$ cat src/verilog/pcs_line_pkg.sv
// 64b/66b line coding definitions
// sync headers, block type codes, block lock thresholds and scrambler taps
// shared by the receive PCS blocks

package pcs_line_pkg;

    // ------------------------------
    // widths and basic types
    // ------------------------------
    localparam int WORD_W  = 32;            // transceiver word
    localparam int BLOCK_W = 64;            // block payload, no header

    typedef logic [WORD_W-1:0]  word_t;
    typedef logic [BLOCK_W-1:0] block_t;    // byte 0 low, bit 0 first on the line
    typedef logic [1:0]         sync_hdr_t;

    // sync headers, 00 and 11 are invalid
    localparam sync_hdr_t HDR_DATA = 2'b01;
    localparam sync_hdr_t HDR_CTRL = 2'b10;

    // ------------------------------
    // block type field, byte 0 of a control block
    // ------------------------------
    localparam logic [7:0] BT_IDLE  = 8'h1e;    // all control, idle
    localparam logic [7:0] BT_START = 8'h78;    // start in lane 0
    localparam logic [7:0] BT_TERM0 = 8'h87;
    localparam logic [7:0] BT_TERM1 = 8'h99;
    localparam logic [7:0] BT_TERM2 = 8'haa;
    localparam logic [7:0] BT_TERM3 = 8'hb4;
    localparam logic [7:0] BT_TERM4 = 8'hcc;
    localparam logic [7:0] BT_TERM5 = 8'hd2;
    localparam logic [7:0] BT_TERM6 = 8'he1;
    localparam logic [7:0] BT_TERM7 = 8'hff;

    // block lock
    localparam int LOCK_GOOD_CNT  = 64;     // good headers in a row to lock
    localparam int UNLOCK_BAD_CNT = 16;     // bad headers per window to unlock
    localparam int LOCK_WINDOW    = 64;     // window length in blocks
    localparam int LOCK_CNT_W     = $clog2(LOCK_WINDOW + 1);
    typedef logic [LOCK_CNT_W-1:0] lock_cnt_t;

    // self-synchronous scrambler, 1 + x^39 + x^58
    localparam int SCR_LEN   = 58;
    localparam int SCR_TAP_A = 39;
    localparam int SCR_TAP_B = 58;

endpackage

$ cat src/verilog/xgmii_pkg.sv
// XGMII definitions
// 64-bit data path of eight byte lanes, one control flag per lane,
// control characters and the idle code used inside control blocks

package xgmii_pkg;

    // ------------------------------
    // lane layout
    // ------------------------------
    localparam int XGMII_LANES  = 8;
    localparam int XGMII_LANE_W = 8;

    typedef logic [XGMII_LANES*XGMII_LANE_W-1:0] xgmii_data_t;  // lane i at [8i+7:8i]
    typedef logic [XGMII_LANES-1:0]              xgmii_ctrl_t;  // 1 = control char

    // ------------------------------
    // control characters
    // ------------------------------
    localparam logic [7:0] XGMII_IDLE  = 8'h07;
    localparam logic [7:0] XGMII_START = 8'hfb;
    localparam logic [7:0] XGMII_TERM  = 8'hfd;
    localparam logic [7:0] XGMII_ERROR = 8'hfe;

    // 7-bit control code as carried in a 66-bit control block
    localparam int CC_W = 7;
    localparam logic [CC_W-1:0] CC_IDLE = 7'h00;

endpackage
$ cat src/verilog/pcs_rx_top.sv
// receive PCS top
// transceiver words in, XGMII out, through assembler, descrambler and
// decoder, with block lock driving the gearbox slip

`timescale 1ns/100ps

module pcs_rx_top import pcs_line_pkg::*, xgmii_pkg::*; (
    input  logic         rx_user_clk,
    input  logic         rx_user_rst,       // already synchronous

    input  word_t        rx_data_i,
    input  sync_hdr_t    rx_header_i,
    input  logic         rx_header_vld_i,

    output logic         rx_slip_o,
    output logic         rx_block_lock_o,

    output xgmii_data_t  xgmii_rxd_o,
    output xgmii_ctrl_t  xgmii_rxc_o,
    output logic         xgmii_rxd_vld_o,   // 4 cycles after header strobe
    output logic         decode_error_o
);

    // ------------------------------
    // internal pipeline
    // ------------------------------
    block_t    blk_data;
    sync_hdr_t blk_hdr;
    logic      blk_vld;
    block_t    dsc_data;
    sync_hdr_t dsc_hdr;
    logic      dsc_vld;

    rx_block_assembler u_assembler (
        .rx_user_clk (rx_user_clk),
        .rx_user_rst (rx_user_rst),
        .word_i      (rx_data_i),
        .hdr_i       (rx_header_i),
        .hdr_vld_i   (rx_header_vld_i),
        .blk_data_o  (blk_data),
        .blk_hdr_o   (blk_hdr),
        .blk_vld_o   (blk_vld)
    );

    rx_block_lock u_lock (
        .rx_user_clk  (rx_user_clk),
        .rx_user_rst  (rx_user_rst),
        .blk_hdr_i    (blk_hdr),
        .blk_vld_i    (blk_vld),
        .slip_o       (rx_slip_o),
        .block_lock_o (rx_block_lock_o)
    );

    rx_descrambler u_descrambler (
        .rx_user_clk (rx_user_clk),
        .rx_user_rst (rx_user_rst),
        .blk_data_i  (blk_data),
        .blk_hdr_i   (blk_hdr),
        .blk_vld_i   (blk_vld),
        .dsc_data_o  (dsc_data),
        .dsc_hdr_o   (dsc_hdr),
        .dsc_vld_o   (dsc_vld)
    );

    // output not gated by lock
    rx_block_decoder u_decoder (
        .rx_user_clk     (rx_user_clk),
        .rx_user_rst     (rx_user_rst),
        .dsc_data_i      (dsc_data),
        .dsc_hdr_i       (dsc_hdr),
        .dsc_vld_i       (dsc_vld),
        .xgmii_rxd_o     (xgmii_rxd_o),
        .xgmii_rxc_o     (xgmii_rxc_o),
        .xgmii_rxd_vld_o (xgmii_rxd_vld_o),
        .decode_error_o  (decode_error_o)
    );

endmodule

$ cat src/verilog/rx_block_assembler.sv
// receive block assembler
// collects two 32-bit transceiver words into one 64-bit block and
// keeps the sync header that came with the first word

`timescale 1ns/100ps

module rx_block_assembler import pcs_line_pkg::*; (
    input  logic       rx_user_clk,
    input  logic       rx_user_rst,

    input  word_t      word_i,          // one word per clock
    input  sync_hdr_t  hdr_i,
    input  logic       hdr_vld_i,       // marks first word of a block

    output block_t     blk_data_o,
    output sync_hdr_t  blk_hdr_o,
    output logic       blk_vld_o        // one cycle, after second word
);

    logic hdr_vld_d1;                   // high while second word is on word_i

    // ------------------------------
    // payload shift, no reset
    // ------------------------------
    // new word enters the top half, so the first word lands in the low half
    always_ff @(posedge rx_user_clk) begin
        blk_data_o <= {word_i, blk_data_o[BLOCK_W-1:WORD_W]};
        if (hdr_vld_i) begin
            blk_hdr_o <= hdr_i;         // held until next block starts
        end
    end

    // ------------------------------
    // strobes
    // ------------------------------
    always_ff @(posedge rx_user_clk) begin
        if (rx_user_rst) begin
            hdr_vld_d1 <= 1'b0;
            blk_vld_o  <= 1'b0;
        end else begin
            hdr_vld_d1 <= hdr_vld_i;
            blk_vld_o  <= hdr_vld_d1;   // both halves in place
        end
    end

    // gearbox gives one header per two words
    a_hdr_spacing : assert property (
        @(posedge rx_user_clk) disable iff (rx_user_rst)
        hdr_vld_i |=> !hdr_vld_i
    ) else $error("rx_block_assembler: header strobe on consecutive cycles");

endmodule

$ cat src/verilog/rx_block_decoder.sv
// 64b/66b block decoder
// maps data, idle, start and terminate blocks onto XGMII lanes,
// anything else becomes error characters with a decode error pulse

`timescale 1ns/100ps

module rx_block_decoder import pcs_line_pkg::*, xgmii_pkg::*; (
    input  logic         rx_user_clk,
    input  logic         rx_user_rst,

    input  block_t       dsc_data_i,
    input  sync_hdr_t    dsc_hdr_i,
    input  logic         dsc_vld_i,

    output xgmii_data_t  xgmii_rxd_o,
    output xgmii_ctrl_t  xgmii_rxc_o,
    output logic         xgmii_rxd_vld_o,
    output logic         decode_error_o   // lines up with xgmii_rxd_vld_o
);

    logic [7:0]   blk_type;
    block_t       data_sh;              // payload moved down by the type byte
    logic         idle_ok;              // all eight codes are idle
    logic         term_hit;
    logic [2:0]   term_lane;            // lane of the terminate char
    xgmii_data_t  rxd_next;
    xgmii_ctrl_t  rxc_next;
    logic         err_next;

    assign blk_type = dsc_data_i[7:0];
    assign data_sh  = {8'h00, dsc_data_i[BLOCK_W-1:8]};

    always_comb begin
        idle_ok = 1'b1;
        for (int j = 0; j < XGMII_LANES; j++) begin
            if (dsc_data_i[8+CC_W*j +: CC_W] != CC_IDLE) begin
                idle_ok = 1'b0;
            end
        end
    end

    // ------------------------------
    // decode
    // ------------------------------
    always_comb begin
        rxd_next  = {XGMII_LANES{XGMII_ERROR}};  // default is error
        rxc_next  = '1;
        err_next  = 1'b1;
        term_hit  = 1'b0;
        term_lane = 3'd0;

        if (dsc_hdr_i == HDR_DATA) begin
            rxd_next = dsc_data_i;              // straight data
            rxc_next = '0;
            err_next = 1'b0;
        end else if (dsc_hdr_i == HDR_CTRL) begin
            case (blk_type)
                BT_IDLE: begin
                    if (idle_ok) begin
                        rxd_next = {XGMII_LANES{XGMII_IDLE}};
                        err_next = 1'b0;
                    end
                end
                BT_START: begin
                    rxd_next = {dsc_data_i[BLOCK_W-1:8], XGMII_START};
                    rxc_next = 8'h01;           // only lane 0 is control
                    err_next = 1'b0;
                end
                BT_TERM0: begin term_hit = 1'b1; term_lane = 3'd0; end
                BT_TERM1: begin term_hit = 1'b1; term_lane = 3'd1; end
                BT_TERM2: begin term_hit = 1'b1; term_lane = 3'd2; end
                BT_TERM3: begin term_hit = 1'b1; term_lane = 3'd3; end
                BT_TERM4: begin term_hit = 1'b1; term_lane = 3'd4; end
                BT_TERM5: begin term_hit = 1'b1; term_lane = 3'd5; end
                BT_TERM6: begin term_hit = 1'b1; term_lane = 3'd6; end
                BT_TERM7: begin term_hit = 1'b1; term_lane = 3'd7; end
                default: ;                      // unsupported type, stays error
            endcase
        end

        // terminate: data below, T at term_lane, idle above
        if (term_hit) begin
            err_next = 1'b0;
            rxc_next = 8'hff << term_lane;
            for (int i = 0; i < XGMII_LANES; i++) begin
                if (i < term_lane) begin
                    rxd_next[8*i +: 8] = data_sh[8*i +: 8];
                end else if (i == term_lane) begin
                    rxd_next[8*i +: 8] = XGMII_TERM;
                end else begin
                    rxd_next[8*i +: 8] = XGMII_IDLE;
                end
            end
        end
    end

    // ------------------------------
    // output registers
    // ------------------------------
    always_ff @(posedge rx_user_clk) begin
        if (dsc_vld_i) begin
            xgmii_rxd_o <= rxd_next;
            xgmii_rxc_o <= rxc_next;
        end
    end

    always_ff @(posedge rx_user_clk) begin
        if (rx_user_rst) begin
            xgmii_rxd_vld_o <= 1'b0;
            decode_error_o  <= 1'b0;
        end else begin
            xgmii_rxd_vld_o <= dsc_vld_i;
            decode_error_o  <= dsc_vld_i & err_next;
        end
    end

endmodule

$ cat src/verilog/rx_block_lock.sv
// block lock FSM
// hunts for header alignment with slip pulses, locks after a run of good
// headers and drops lock on too many bad headers inside one window

`timescale 1ns/100ps

module rx_block_lock import pcs_line_pkg::*; (
    input  logic       rx_user_clk,
    input  logic       rx_user_rst,

    input  sync_hdr_t  blk_hdr_i,
    input  logic       blk_vld_i,

    output logic       slip_o,          // one cycle, to gearbox
    output logic       block_lock_o
);

    lock_cnt_t good_cnt;                // good headers in a row, unlocked
    lock_cnt_t blk_cnt;                 // blocks seen in current window
    lock_cnt_t bad_cnt;                 // bad headers in current window
    logic      hdr_ok;

    assign hdr_ok = (blk_hdr_i == HDR_DATA) || (blk_hdr_i == HDR_CTRL);

    always_ff @(posedge rx_user_clk) begin
        if (rx_user_rst) begin
            block_lock_o <= 1'b0;
            slip_o       <= 1'b0;
            good_cnt     <= '0;
            blk_cnt      <= '0;
            bad_cnt      <= '0;
        end else begin
            slip_o <= 1'b0;             // pulse by default
            if (blk_vld_i) begin
                if (!block_lock_o) begin
                    // ------------------------------
                    // hunting
                    // ------------------------------
                    if (!hdr_ok) begin
                        good_cnt <= '0;
                        slip_o   <= 1'b1;   // try next bit position
                    end else if (good_cnt == lock_cnt_t'(LOCK_GOOD_CNT - 1)) begin
                        block_lock_o <= 1'b1;
                        good_cnt     <= '0;
                        blk_cnt      <= '0;
                        bad_cnt      <= '0;
                    end else begin
                        good_cnt <= good_cnt + 1'b1;
                    end
                end else begin
                    // ------------------------------
                    // locked, windowed bad count
                    // ------------------------------
                    if (!hdr_ok && bad_cnt == lock_cnt_t'(UNLOCK_BAD_CNT - 1)) begin
                        block_lock_o <= 1'b0;   // back to hunting
                        slip_o       <= 1'b1;
                        blk_cnt      <= '0;
                        bad_cnt      <= '0;
                    end else if (blk_cnt == lock_cnt_t'(LOCK_WINDOW - 1)) begin
                        blk_cnt <= '0;          // window over, start again
                        bad_cnt <= '0;
                    end else begin
                        blk_cnt <= blk_cnt + 1'b1;
                        bad_cnt <= bad_cnt + lock_cnt_t'(!hdr_ok);
                    end
                end
            end
        end
    end

    // slip only ever asked for while hunting or on the way out of lock
    a_no_slip_locked : assert property (
        @(posedge rx_user_clk) disable iff (rx_user_rst)
        !(slip_o && block_lock_o)
    ) else $error("rx_block_lock: slip while locked");

endmodule

$ cat src/verilog/rx_descrambler.sv
// self-synchronous descrambler, 1 + x^39 + x^58
// works on the 64 payload bits in line order, header passes through

`timescale 1ns/100ps

module rx_descrambler import pcs_line_pkg::*; (
    input  logic       rx_user_clk,
    input  logic       rx_user_rst,

    input  block_t     blk_data_i,
    input  sync_hdr_t  blk_hdr_i,
    input  logic       blk_vld_i,

    output block_t     dsc_data_o,
    output sync_hdr_t  dsc_hdr_o,
    output logic       dsc_vld_o
);

    logic [SCR_LEN-1:0]         scr_q;      // last 58 received bits, [SCR_LEN-1] newest
    logic [SCR_LEN+BLOCK_W-1:0] rx_ext;     // history followed by this block
    block_t                     dsc_next;

    // received bit i sits at rx_ext[SCR_LEN+i]
    assign rx_ext = {blk_data_i, scr_q};

    // ------------------------------
    // bitwise descramble, bit 0 first
    // ------------------------------
    always_comb begin
        for (int i = 0; i < BLOCK_W; i++) begin
            dsc_next[i] = rx_ext[SCR_LEN+i]
                        ^ rx_ext[SCR_LEN+i-SCR_TAP_A]   // 39 bits back
                        ^ rx_ext[SCR_LEN+i-SCR_TAP_B];  // 58 bits back
        end
    end

    // state tracks scrambled line bits, only on real blocks
    always_ff @(posedge rx_user_clk) begin
        if (rx_user_rst) begin
            scr_q     <= '0;
            dsc_vld_o <= 1'b0;
        end else begin
            dsc_vld_o <= blk_vld_i;
            if (blk_vld_i) begin
                scr_q <= rx_ext[SCR_LEN+BLOCK_W-1 -: SCR_LEN];
            end
        end
    end

    // payload and header registers
    always_ff @(posedge rx_user_clk) begin
        if (blk_vld_i) begin
            dsc_data_o <= dsc_next;
            dsc_hdr_o  <= blk_hdr_i;    // header is never scrambled
        end
    end

endmodule

$ cat config.mk
export PLATFORM = sky130hd
export DESIGN_NAME = pcs_rx_top
export DESIGN_NICKNAME = d
export VERILOG_FILES = /design/src/verilog/pcs_line_pkg.sv /design/src/verilog/xgmii_pkg.sv /design/src/verilog/pcs_rx_top.sv /design/src/verilog/rx_block_assembler.sv /design/src/verilog/rx_block_decoder.sv /design/src/verilog/rx_block_lock.sv /design/src/verilog/rx_descrambler.sv
export SDC_FILE = /design/constraint.sdc
export NUM_CORES = 1
export LEC_CHECK = 0
export BUFFER_PORTS_ARGS = -buffer_cell sky130_fd_sc_hd__buf_2
export CAP_MARGIN = 40
export CORE_MARGIN = 2
export CORE_UTILIZATION = 39
export DETAILED_ROUTE_END_ITERATION = 12
export PLACE_DENSITY = 0.58
export SETUP_SLACK_MARGIN = 0.3
export SLEW_MARGIN = 30
export SYNTH_ARGS = -nofsm -noshare
export SYNTH_HDL_FRONTEND = slang
export SYNTH_SLANG_ARGS = --single-unit
$ cat constraint.sdc
create_clock -name rx_user_clk -period 5.1 [get_ports rx_user_clk]
set_input_delay 0.51 -clock rx_user_clk [delete_from_list [all_inputs] [get_ports rx_user_clk]]
set_output_delay 0.51 -clock rx_user_clk [all_outputs]
set_load 0.005 [all_outputs]
* Word level (Yosys, flattened, before mapping)
Index checks and enable logic that the tools add are counted.
** Word-level totals
- Word-level logic and storage cells :: 261
- Input bits :: 37
- Register bits :: 290
** Cells by class
- Multiplexer cells :: 60
- Bitwise logic cells :: 131
- Reductions and logical operators :: 18
- Magnitude comparators :: 7
- Shift-type cells :: 1
- Add/subtract/negate cells :: 3
- Equality and inequality tests :: 24
** Operators with widths (number)
- $mux W64 :: 4
- $mux W8 :: 19
- $pmux W64 S2 :: 1
- $xor A1 B1 Y1 :: 128
- $mux W7 :: 10
- $eq A8 B8 Y1 const B :: 8
- $reduce_bool A7 Y1 :: 8
- $mux W1 :: 22
- $pmux W3 S7 :: 1
- $add A7 B1 Y7 const B :: 2
- $eq A7 B6 Y1 const B :: 2
- $eq A3 B3 Y1 const A :: 4
- $lt A3 B3 Y1 const A :: 3
- $eq A8 B5 Y1 const B :: 1
- $eq A8 B7 Y1 const B :: 1
- $reduce_or A8 Y1 :: 1
- $shl A8 B3 Y8 const A :: 1
- $add A7 B1 Y7 :: 1
- $eq A7 B4 Y1 const B :: 1
- $eq A2 B3 Y1 const A :: 2
- $lt A1 B3 Y1 const A :: 2
- $lt A2 B3 Y1 const A :: 2
- $mux W3 :: 2
- $eq A2 B1 Y1 const B :: 2
- 13 further kinds :: 16

* Logic depth before layout (Yosys ltp)
Gate-level depths: netlist (run 1).
- Depth in word-level cells :: 15
- Gate-level depth with buffers :: 10
- Depth with buffers taken out :: 7

* Modules after synthesis
A second synthesis (run 1) with hierarchy kept.
** Unflattened totals
- Cell total of the unflattened synthesis :: 960
- Area total of the unflattened synthesis :: 11757.5 sq um
** Modules (own cells, without submodules)
- rx_descrambler :: cells an instance 384, instances 1, seq. area each 3163.0 sq um, area each 5187.5 sq um
- rx_block_decoder :: cells an instance 356, instances 1, seq. area each 2202.1 sq um, area each 3902.5 sq um
- rx_block_assembler :: cells an instance 70, instances 1, seq. area each 1381.3 sq um, area each 1393.8 sq um
- rx_block_lock :: cells an instance 150, instances 1, seq. area each 460.4 sq um, area each 1273.7 sq um

* Worst setup path after synthesis (run 1)
OpenSTA, ideal clock, no wires.
- Path type :: register -> register
- Start point :: register u_assembler.blk_vld_o
- End point :: register u_descrambler.scr_q[10]
- Arrival :: 2.856 ns
- Period minus slack after synthesis :: 2.983 ns
- Setup time :: 0.128 ns
- Cell stages (with the launch flop) :: 5
- Slack :: 2.117 ns
- Cells stage by stage :: dfxtp_1 -> clkbuf_1 -> buf_1 -> mux2i_1 -> nor2_1
** RTL lines
- from (decl) :: RTL line rx_block_assembler.sv:17 : output logic blk_vld_o
- from (signal assigned) :: RTL line rx_block_assembler.sv:42 : blk_vld_o <= hdr_vld_d1;
- to (signal assigned) :: RTL line rx_descrambler.sv:45 : scr_q <= rx_ext[SCR_LEN+BLOCK_W-1 -: SCR_LEN];
- to (decl) :: RTL line rx_descrambler.sv:19 : logic [SCR_LEN-1:0] scr_q;

* Worst setup path in the final report (run 1)
- Start point :: register u_descrambler.dsc_data_o[3]
- End point :: register u_decoder.xgmii_rxd_o[45], data pin
** Between the ends
- Longest elaborated chain between the ends :: 8
- Elaborated cells between the ends (all ways) :: 25
- Those cells by class :: order compare: 1; eq/ne: 11; mux: 12; reduce/logical: 1
** RTL lines
- from (decl) :: RTL line rx_descrambler.sv:14 : output block_t dsc_data_o,
- from (signal assigned) :: RTL line rx_descrambler.sv:53 : dsc_data_o <= dsc_next;
- branches (longest 7 deep; another with $lt A3 B3 Y1)
- $mux W64 * :: RTL line rx_block_decoder.sv:82 : if (term_hit) begin
- net u_decoder.rxd_next[45] :: RTL line rx_block_decoder.sv:26 : xgmii_data_t rxd_next;
- to (signal assigned) :: RTL line rx_block_decoder.sv:102 : xgmii_rxd_o <= rxd_next;
- to (decl) :: RTL line rx_block_decoder.sv:15 : output xgmii_data_t xgmii_rxd_o,
Mark *: on every way through the listed nets, which the timed path passes.
A chain may end at the register's enable or synchronous reset.

==> results.sh, run 1 <==
export IMPL_critical_path_arrival_ps=3550
export IMPL_port_buffers=112
export IMPL_die_w_um=175
export IMPL_ir_drop_mv=0.257
export IMPL_clk_path_buf_depth=3
export IMPL_end_kind="flip-flop"
export IMPL_grt_setup_unrepaired="false"
export IMPL_drc_errors=0
export IMPL_p_seq_share_pct=51.2
export IMPL_p_comb_share_pct=4.7
export IMPL_drive_gt1_share_pct=17.6
export IMPL_synth_top_flop_cell="dfxtp_1"
export IMPL_max_cap_violations=0
export IMPL_clock_fmax_mhz=303
export IMPL_cts_buffers_inserted=30
export IMPL_cts_num_sinks=290
export IMPL_post_synth_top_area_cell="edfxtp_1"
export IMPL_p_int_mw=4.02
export IMPL_finalHoldViolCount=0
export IMPL_fin_skew_ps=12.0
export IMPL_grt_max_degree=70
export IMPL_syn_nets=975
export IMPL_dr_pass1_iters=5
export IMPL_synth_area_leaders="edfxtp_1, dfxtp_1, xnor2_1"
export IMPL_setup_tns_ps=0
export IMPL_final_nets=1086
export IMPL_yosysUniqueCellTypes=60
export IMPL_cts_tree="done"
export IMPL_post_place_ws_ps=1880
export IMPL_hpwl_um=19500
export IMPL_htreeDepth=1
export IMPL_die_area_sq_mm=0.0305
export IMPL_initial_core_util_pct=39.6
export IMPL_layout_min_cycle_time_ps=3300
export IMPL_critPathMaxFanout=20
export IMPL_hold_start="rx_data_i[25]"
export IMPL_synth_seq_area_share_pct=63.4
export IMPL_power_net_switching_mw=1.10
export IMPL_crit_start="u_descrambler.dsc_data_o[3]"
export IMPL_clk_pin_slew_worst_paths_ps=60
export IMPL_wl_per_cell_um=18.4
export IMPL_hold_path_class="primary input to flip-flop"
export IMPL_path_class="flip-flop to flip-flop"
export IMPL_coreArea_sq_mm=0.0287
export IMPL_drt_vias_per_instance=4.98
export IMPL_maxSlewHeadroom_pct=48.7
export IMPL_vias=7240
export IMPL_cp_start_kind="flip-flop"
export IMPL_netlist_area_leader_share_pct=37.0
export IMPL_timing_rr_end="u_decoder.xgmii_rxd_o[45]"
export IMPL_power_density_mw_per_mm2=382
export IMPL_area_growth_pct=17.8
export IMPL_worstRegToRegCells=7
export IMPL_place_area_sq_mm=0.0123
export IMPL_routed_wl_um=26800
export IMPL_whs_ps=51.1
export IMPL_leakagePower_nw=4.50
export IMPL_grt_remaining_overflow=0
export IMPL_reg2reg_from="u_descrambler.dsc_data_o[3]"
export IMPL_cts_root_buf="clkbuf_16"
export IMPL_p_clk_share_pct=44.2
export IMPL_grt_pass1_vias=6899
export IMPL_grt_pass1_wl_um=41400
export IMPL_hold_buffers=0
export IMPL_switching_share_pct=21.4
export IMPL_clock_latency_ps=560
export IMPL_antenna_cells=0
export IMPL_place_congestion=0.890
export IMPL_antenna_found_initial=0
export IMPL_final_common_cell="dfxtp_1"
export IMPL_synth_edff_count=140
export IMPL_grt_usage_pct=17.5
export IMPL_post_cts_buffers=0
export IMPL_finalSetupViolations=0
export IMPL_slew_viol_final=0
export IMPL_layout_setup_ws_ps=1800
export IMPL_status="complete, no violations"
export IMPL_synth_seq_cells=290
export IMPL_syn_inst=934
export IMPL_std_cell_rows=62
export IMPL_rrSetupSlack_ps=1800
export IMPL_drt_iter0_drc=669
export IMPL_fin_area_sq_mm=0.0134
export IMPL_mostFrequentLayoutCells="dfxtp_1, edfxtp_1, xnor2_1, buf_2, nor2_1"
export IMPL_ant_nets=0
export IMPL_cp_endpoint="u_decoder.xgmii_rxd_o[45]"
export IMPL_final_period_utilization_pct=64.7
export IMPL_die_h_um=175
export IMPL_cp_required_ps=5350
export IMPL_ctsResizeCount=0
export IMPL_syn_cell_area_sq_mm=0.0114
export IMPL_worst_slew_pin_slew_ps=769
export IMPL_async_flop_share_pct=0
export IMPL_ios=113
export IMPL_syn_avg_cell_area_sq_um=12.2
export IMPL_yosysWarningCount=0
[final cells by class]
cell class	count	area, sq um
Fill cell	2668	15300
Sequential cell	290	7210
Multi-Input combinational cell	596	3960
Clock buffer	48	986
Timing Repair Buffer	121	658
Tap cell	384	480
Clock inverter	8	76.3
Inverter	6	22.5
[synthesized netlist by cell type (all sizes together), types with 2 or more instances]
library cell,n
nor4bb,5
nor2b,8
nor3,11
nand3,16
or4,2
o221a,5
nor2,98
nand4bb,2
dfxtp,150
buf,16
ha,4
a22oi,21
inv,6
nand2,97
nor4,18
o22a,3
xnor2,135
nand2b,4
edfxtp,140
o21ai,20
nand4,12
mux2i,58
a21oi,22
and3,4
a221oi,5
or3,3
o21a,4
nand3b,2
and2,4
xor2,7
a31oi,2
or2,2
clkbuf,26
o32a,2
o22ai,5
[stage by stage]
stage	utilization [%]	cells	power, mW
final	46.7	1453	5.12
after global routing	46.7	1453	5.31
after CTS	46.6	1452	5.18
after detailed placement	42.9	1396	2.91
after global placement	42.8	1394	2.90
after floorplan	-	934	2.81
[cell families (layout without fill, tap and decap cells)]
group,Yosys count,after routing,share of synthesized area (%)
compound gates,101,101,6.30
xor+xnor,142,142,10.9
fa+ha+maj,4,4,0.440
buf+inv,48,183,1.79
flops,290,290,63.4
mux,58,58,5.11
simple gates,291,291,12.0
[worst max-delay path, stage by stage, from the launching register on]
cell,delay (ps)
edfxtp_1,630
nand4bb_1,210
nor4_1,380
nand2_1,160
nand2_1,370
inv_1,380
nand2_1,630
a22oi_1,220
[metal layers]
metal  vias to the layer above  global-route usage (%)  part of all wire (%)
met4                         0                    4.79                   2.1
met3                        48                    2.76                   6.9
li1                       3523                       -                     -
met1                      3385                    25.7                    47
met5                         -                       0                     0
met2                       284                    26.8                    44
[power groups by stage]
| stage | clock network (mW) | registers [mW] | logic [mW] |
|---|---|---|---|
| floorplan | 0 | 2.64 | 0.174 |
| global placement | 0 | 2.67 | 0.233 |
| detailed placement | 0 | 2.67 | 0.239 |
| CTS | 2.32 | 2.62 | 0.240 |
| global route | 2.41 | 2.63 | 0.265 |
| finish | 2.26 | 2.62 | 0.239 |
[registers in the layout, summed over array words and instances (netlist names), 7 cells and up]
register	flops
u_assembler.blk_data_o	64
u_decoder.xgmii_rxd_o	64
u_descrambler.dsc_data_o	64
u_descrambler.scr_q	58
u_decoder.xgmii_rxc_o	8
u_lock.bad_cnt	7
u_lock.blk_cnt	7
u_lock.good_cnt	7
[worst min-delay path by stage]
stage / end / cells past startpoint / slack (ps)
2_1_floorplan: u_assembler.blk_data_o[0] / 0 / 360
3_5_place_dp: u_assembler.blk_data_o[16] / 0 / 380
3_3_place_gp: u_assembler.blk_data_o[16] / 0 / 370
5_1_grt: u_assembler.blk_data_o[57] / 1 / 30
6_report: u_assembler.blk_data_o[57] / 1 / 50
4_1_cts: u_assembler.blk_data_o[62] / 1 / 30
No activity file was read; power rests on OpenSTA's default activity.
==> run 2, diff against run 1 <==
--- a/config.mk
+++ b/config.mk
@@ -5,12 +5,13 @@
 export SDC_FILE = /design/constraint.sdc
 export NUM_CORES = 1
 export LEC_CHECK = 0
+export ABC_AREA = 1
 export BUFFER_PORTS_ARGS = -buffer_cell sky130_fd_sc_hd__buf_2
 export CAP_MARGIN = 40
 export CORE_MARGIN = 2
 export CORE_UTILIZATION = 39
 export DETAILED_ROUTE_END_ITERATION = 12
-export PLACE_DENSITY = 0.58
+export PLACE_DENSITY = 0.57
 export SETUP_SLACK_MARGIN = 0.3
 export SLEW_MARGIN = 30
 export SYNTH_ARGS = -nofsm -noshare
==> constraint.sdc (replaced) <==
create_clock -name rx_user_clk -period 3.05 [get_ports rx_user_clk]
set_input_delay 0.305 -clock rx_user_clk [delete_from_list [all_inputs] [get_ports rx_user_clk]]
set_output_delay 0.305 -clock rx_user_clk [all_outputs]
set_load 0.005 [all_outputs]
==> results.sh, run 2 <==
export IMPL_hold_depth=2
export IMPL_synth_seq_area_share_pct=60.2
export IMPL_grt_remaining_overflow=0
export IMPL_min_to="u_lock.bad_cnt[1]"
export IMPL_power_net_switching_mw=1.88
export IMPL_finalSetupViolations=0
export IMPL_p_comb_share_pct=6.4
export IMPL_critPathTopFamily="simple AND/OR/NAND/NOR gates"
export IMPL_cp_start_kind="flip-flop"
export IMPL_initial_core_util_pct=39.4
export IMPL_antenna_found_initial=0
export IMPL_power_density_mw_per_mm2=592
export IMPL_stdcell_count=1819
export IMPL_clock_fmax_mhz=401
export IMPL_end_kind="flip-flop"
export IMPL_dr_pass1_iters=5
export IMPL_syn_inst=1248
export IMPL_status="complete, no violations"
export IMPL_p_clk_share_pct=41.2
export IMPL_synth_top_flop_cell="dfxtp_1"
export IMPL_drt_iter0_drc=660
export IMPL_cts_root_buf="clkbuf_16"
export IMPL_syn_cell_area_sq_mm=0.0120
export IMPL_synth_seq_cells=290
export IMPL_path_class="flip-flop to flip-flop"
export IMPL_ctsResizeCount=0
export IMPL_vias=8608
export IMPL_timing_rr_end="u_decoder.xgmii_rxd_o[2]"
export IMPL_area_growth_pct=18.7
export IMPL_die_area_sq_mm=0.0321
export IMPL_mostFrequentLayoutCells="nand2_1, nor2_1, dfxtp_1, edfxtp_1, xnor2_1"
export IMPL_worstRegToRegCells=12
export IMPL_syn_avg_cell_area_sq_um=9.60
export IMPL_grt_setup_unrepaired="false"
export IMPL_switching_share_pct=22.3
export IMPL_final_common_cell="nand2_1"
export IMPL_slew_viol_final=0
export IMPL_antenna_cells=0
export IMPL_crit_top_cell="nand2_1"
export IMPL_ant_nets=0
export IMPL_grt_pass1_wl_um=44800
export IMPL_post_synth_top_area_cell="edfxtp_1"
export IMPL_placed_cells=1730
export IMPL_leakagePower_nw=5.59
export IMPL_final_period_utilization_pct=81.9
export IMPL_ios=113
export IMPL_cts_tree="done"
export IMPL_drive_gt1_share_pct=14.3
export IMPL_slowest_delay_ps=480
export IMPL_final_nets=1441
export IMPL_hold_start="rx_user_rst"
export IMPL_place_congestion=0.916
export IMPL_layout_min_cycle_time_ps=2500
export IMPL_clk_path_buf_depth=3
export IMPL_setup_tns_ps=0
export IMPL_cts_buffers_inserted=29
export IMPL_die_w_um=179
export IMPL_async_flop_share_pct=0
export IMPL_clk_pin_slew_worst_paths_ps=60
export IMPL_cts_num_sinks=290
export IMPL_routed_wl_um=29500
export IMPL_critPathMaxFanout=11
export IMPL_std_cell_rows=64
export IMPL_syn_nets=1289
export IMPL_wl_per_cell_um=16.2
export IMPL_hold_path_class="primary input to flip-flop"
export IMPL_yosysUniqueCellTypes=42
export IMPL_yosysWarningCount=0
export IMPL_p_total_mw=8.42
export IMPL_fin_skew_ps=15.4
export IMPL_worst_slew_pin_slew_ps=755
export IMPL_grt_pass1_vias=7927
export IMPL_hpwl_um=21500
export IMPL_finalHoldViolCount=0
export IMPL_cp_required_ps=3330
export IMPL_rrSetupSlack_ps=550
export IMPL_finalCoreUtilization_pct=46.7
export IMPL_grt_usage_pct=18.3
export IMPL_synth_edff_count=140
export IMPL_maxSlewHeadroom_pct=49.7
export IMPL_grt_max_degree=74
export IMPL_coreArea_sq_mm=0.0304
export IMPL_drc_errors=0
export IMPL_p_seq_share_pct=52.4
export IMPL_top_regs="u_assembler.blk_data_o (64), u_decoder.xgmii_rxd_o (64), u_descrambler.dsc_data_o (64)"
export IMPL_die_h_um=179
export IMPL_synth_area_leaders="edfxtp_1, dfxtp_1, xnor2_1"
export IMPL_p_int_mw=6.54
export IMPL_netlist_area_leader_share_pct=35.1
export IMPL_cp_slowest_cell="edfxtp_1"
export IMPL_crit_buf_inv=3
export IMPL_synth_most_common_cell="nand2_1"
export IMPL_clock_latency_ps=550
export IMPL_yosys_top_cells_count="nand2_1, nor2_1, dfxtp_1"
export IMPL_crit_start="u_descrambler.dsc_data_o[2]"
export IMPL_critical_path_arrival_ps=2770
export IMPL_whs_ps=77.2
export IMPL_worstPathCellList="inv_1 > nand2_1 > nor2_1 > nand2_1 > nand2_1 > inv_2 > nand2_4 > nand2_4 > nand2_1 > inv_1 > nand2_1 > a21oi_1"
export IMPL_max_cap_violations=0
export IMPL_port_buffers=112
export IMPL_htreeDepth=1
export IMPL_ir_drop_mv=0.300
export IMPL_reg2reg_from="u_descrambler.dsc_data_o[2]"
export IMPL_drt_vias_per_instance=4.73
-- run 2: cell types whose count changed in the layout (fill, tap and decap cells not counted), sizes merged, moves of 7 or more --
cell / previous run / this run
nand3: 16 / 47
nand2: 97 / 256
o21ai: 20 / 107
clkbuf: 48 / 40
nor2b: 8 / 0
nand4: 12 / 5
dlygate4sd3: 0 / 35
mux2i: 58 / 0
inv: 7 / 80
a22oi: 21 / 1
nor2: 98 / 243
nor4: 18 / 2
-- run 2: routing by layer --
layer / GRT usage [%] / part of all wire (%)
met5: 0 / 0
met4: 4.87 / 2.3
met3: 2.71 / 6.7
met2: 27.7 / 43
met1: 27.3 / 48
-- run 2: how the worst max path moves through the flow --
| stage | to | slack (ps) | depth (start not counted) |
|---|---|---|---|
| finish | u_decoder.xgmii_rxd_o[2] | 550 | 12 |
| CTS | u_decoder.xgmii_rxd_o[15] | 590 | 10 |
| global placement | u_decoder.xgmii_rxd_o[15] | 540 | 8 |
| detailed placement | u_decoder.xgmii_rxd_o[15] | 600 | 10 |
| global route | u_decoder.xgmii_rxd_o[12] | 370 | 12 |
| floorplan | u_lock.good_cnt[5] | 720 | 8 |
-- run 2: logic make-up (layout without fill, tap and decap cells) --
kind of cell / after synthesis / count (layout) / share of synthesized area (%)
simple gates: 567 / 567 / 19.6
flops: 290 / 290 / 60.2
fa+ha+maj: 4 / 4 / 0.418
buf+inv: 114 / 289 / 3.99
compound gates: 139 / 139 / 6.02
xor+xnor: 134 / 134 / 9.86
-- run 2: timing repair --
action                                 4_1_cts  5_1_grt
endpoints found under the hold margin       37        0
hold buffers                                35        0
setup endpoints to repair                    0        0
buffers inserted                             0        0
-- run 2: final cells by class --
type | instances | area [sq um]
clock inverter | 14 | 146
clock buffer | 40 | 778
sequential | 290 | 7210
fill | 2957 | 16200
timing repair buffer | 156 | 991
multi-input combinational | 844 | 4290
tap | 396 | 495
inverter | 79 | 302
-- run 2: per-stage QoR --
stage               area [sq um]  worst slack, ps
floorplan                  12000              719
global placement           12900              536
global route               14200              365
detailed placement         12900              597
finish                     14200              553
CTS                        14200              589
-- run 2: power by group through the flow --
| stage | Combinational, mW | Clock [mW] | Sequential, mW |
|---|---|---|---|
| 3_3_place_gp | 0.512 | 0 | 4.50 |
| 4_1_cts | 0.549 | 3.55 | 4.41 |
| 2_1_floorplan | 0.344 | 0 | 4.45 |
| 3_5_place_dp | 0.512 | 0 | 4.50 |
| 6_report | 0.543 | 3.47 | 4.41 |
| 5_1_grt | 0.607 | 3.71 | 4.43 |
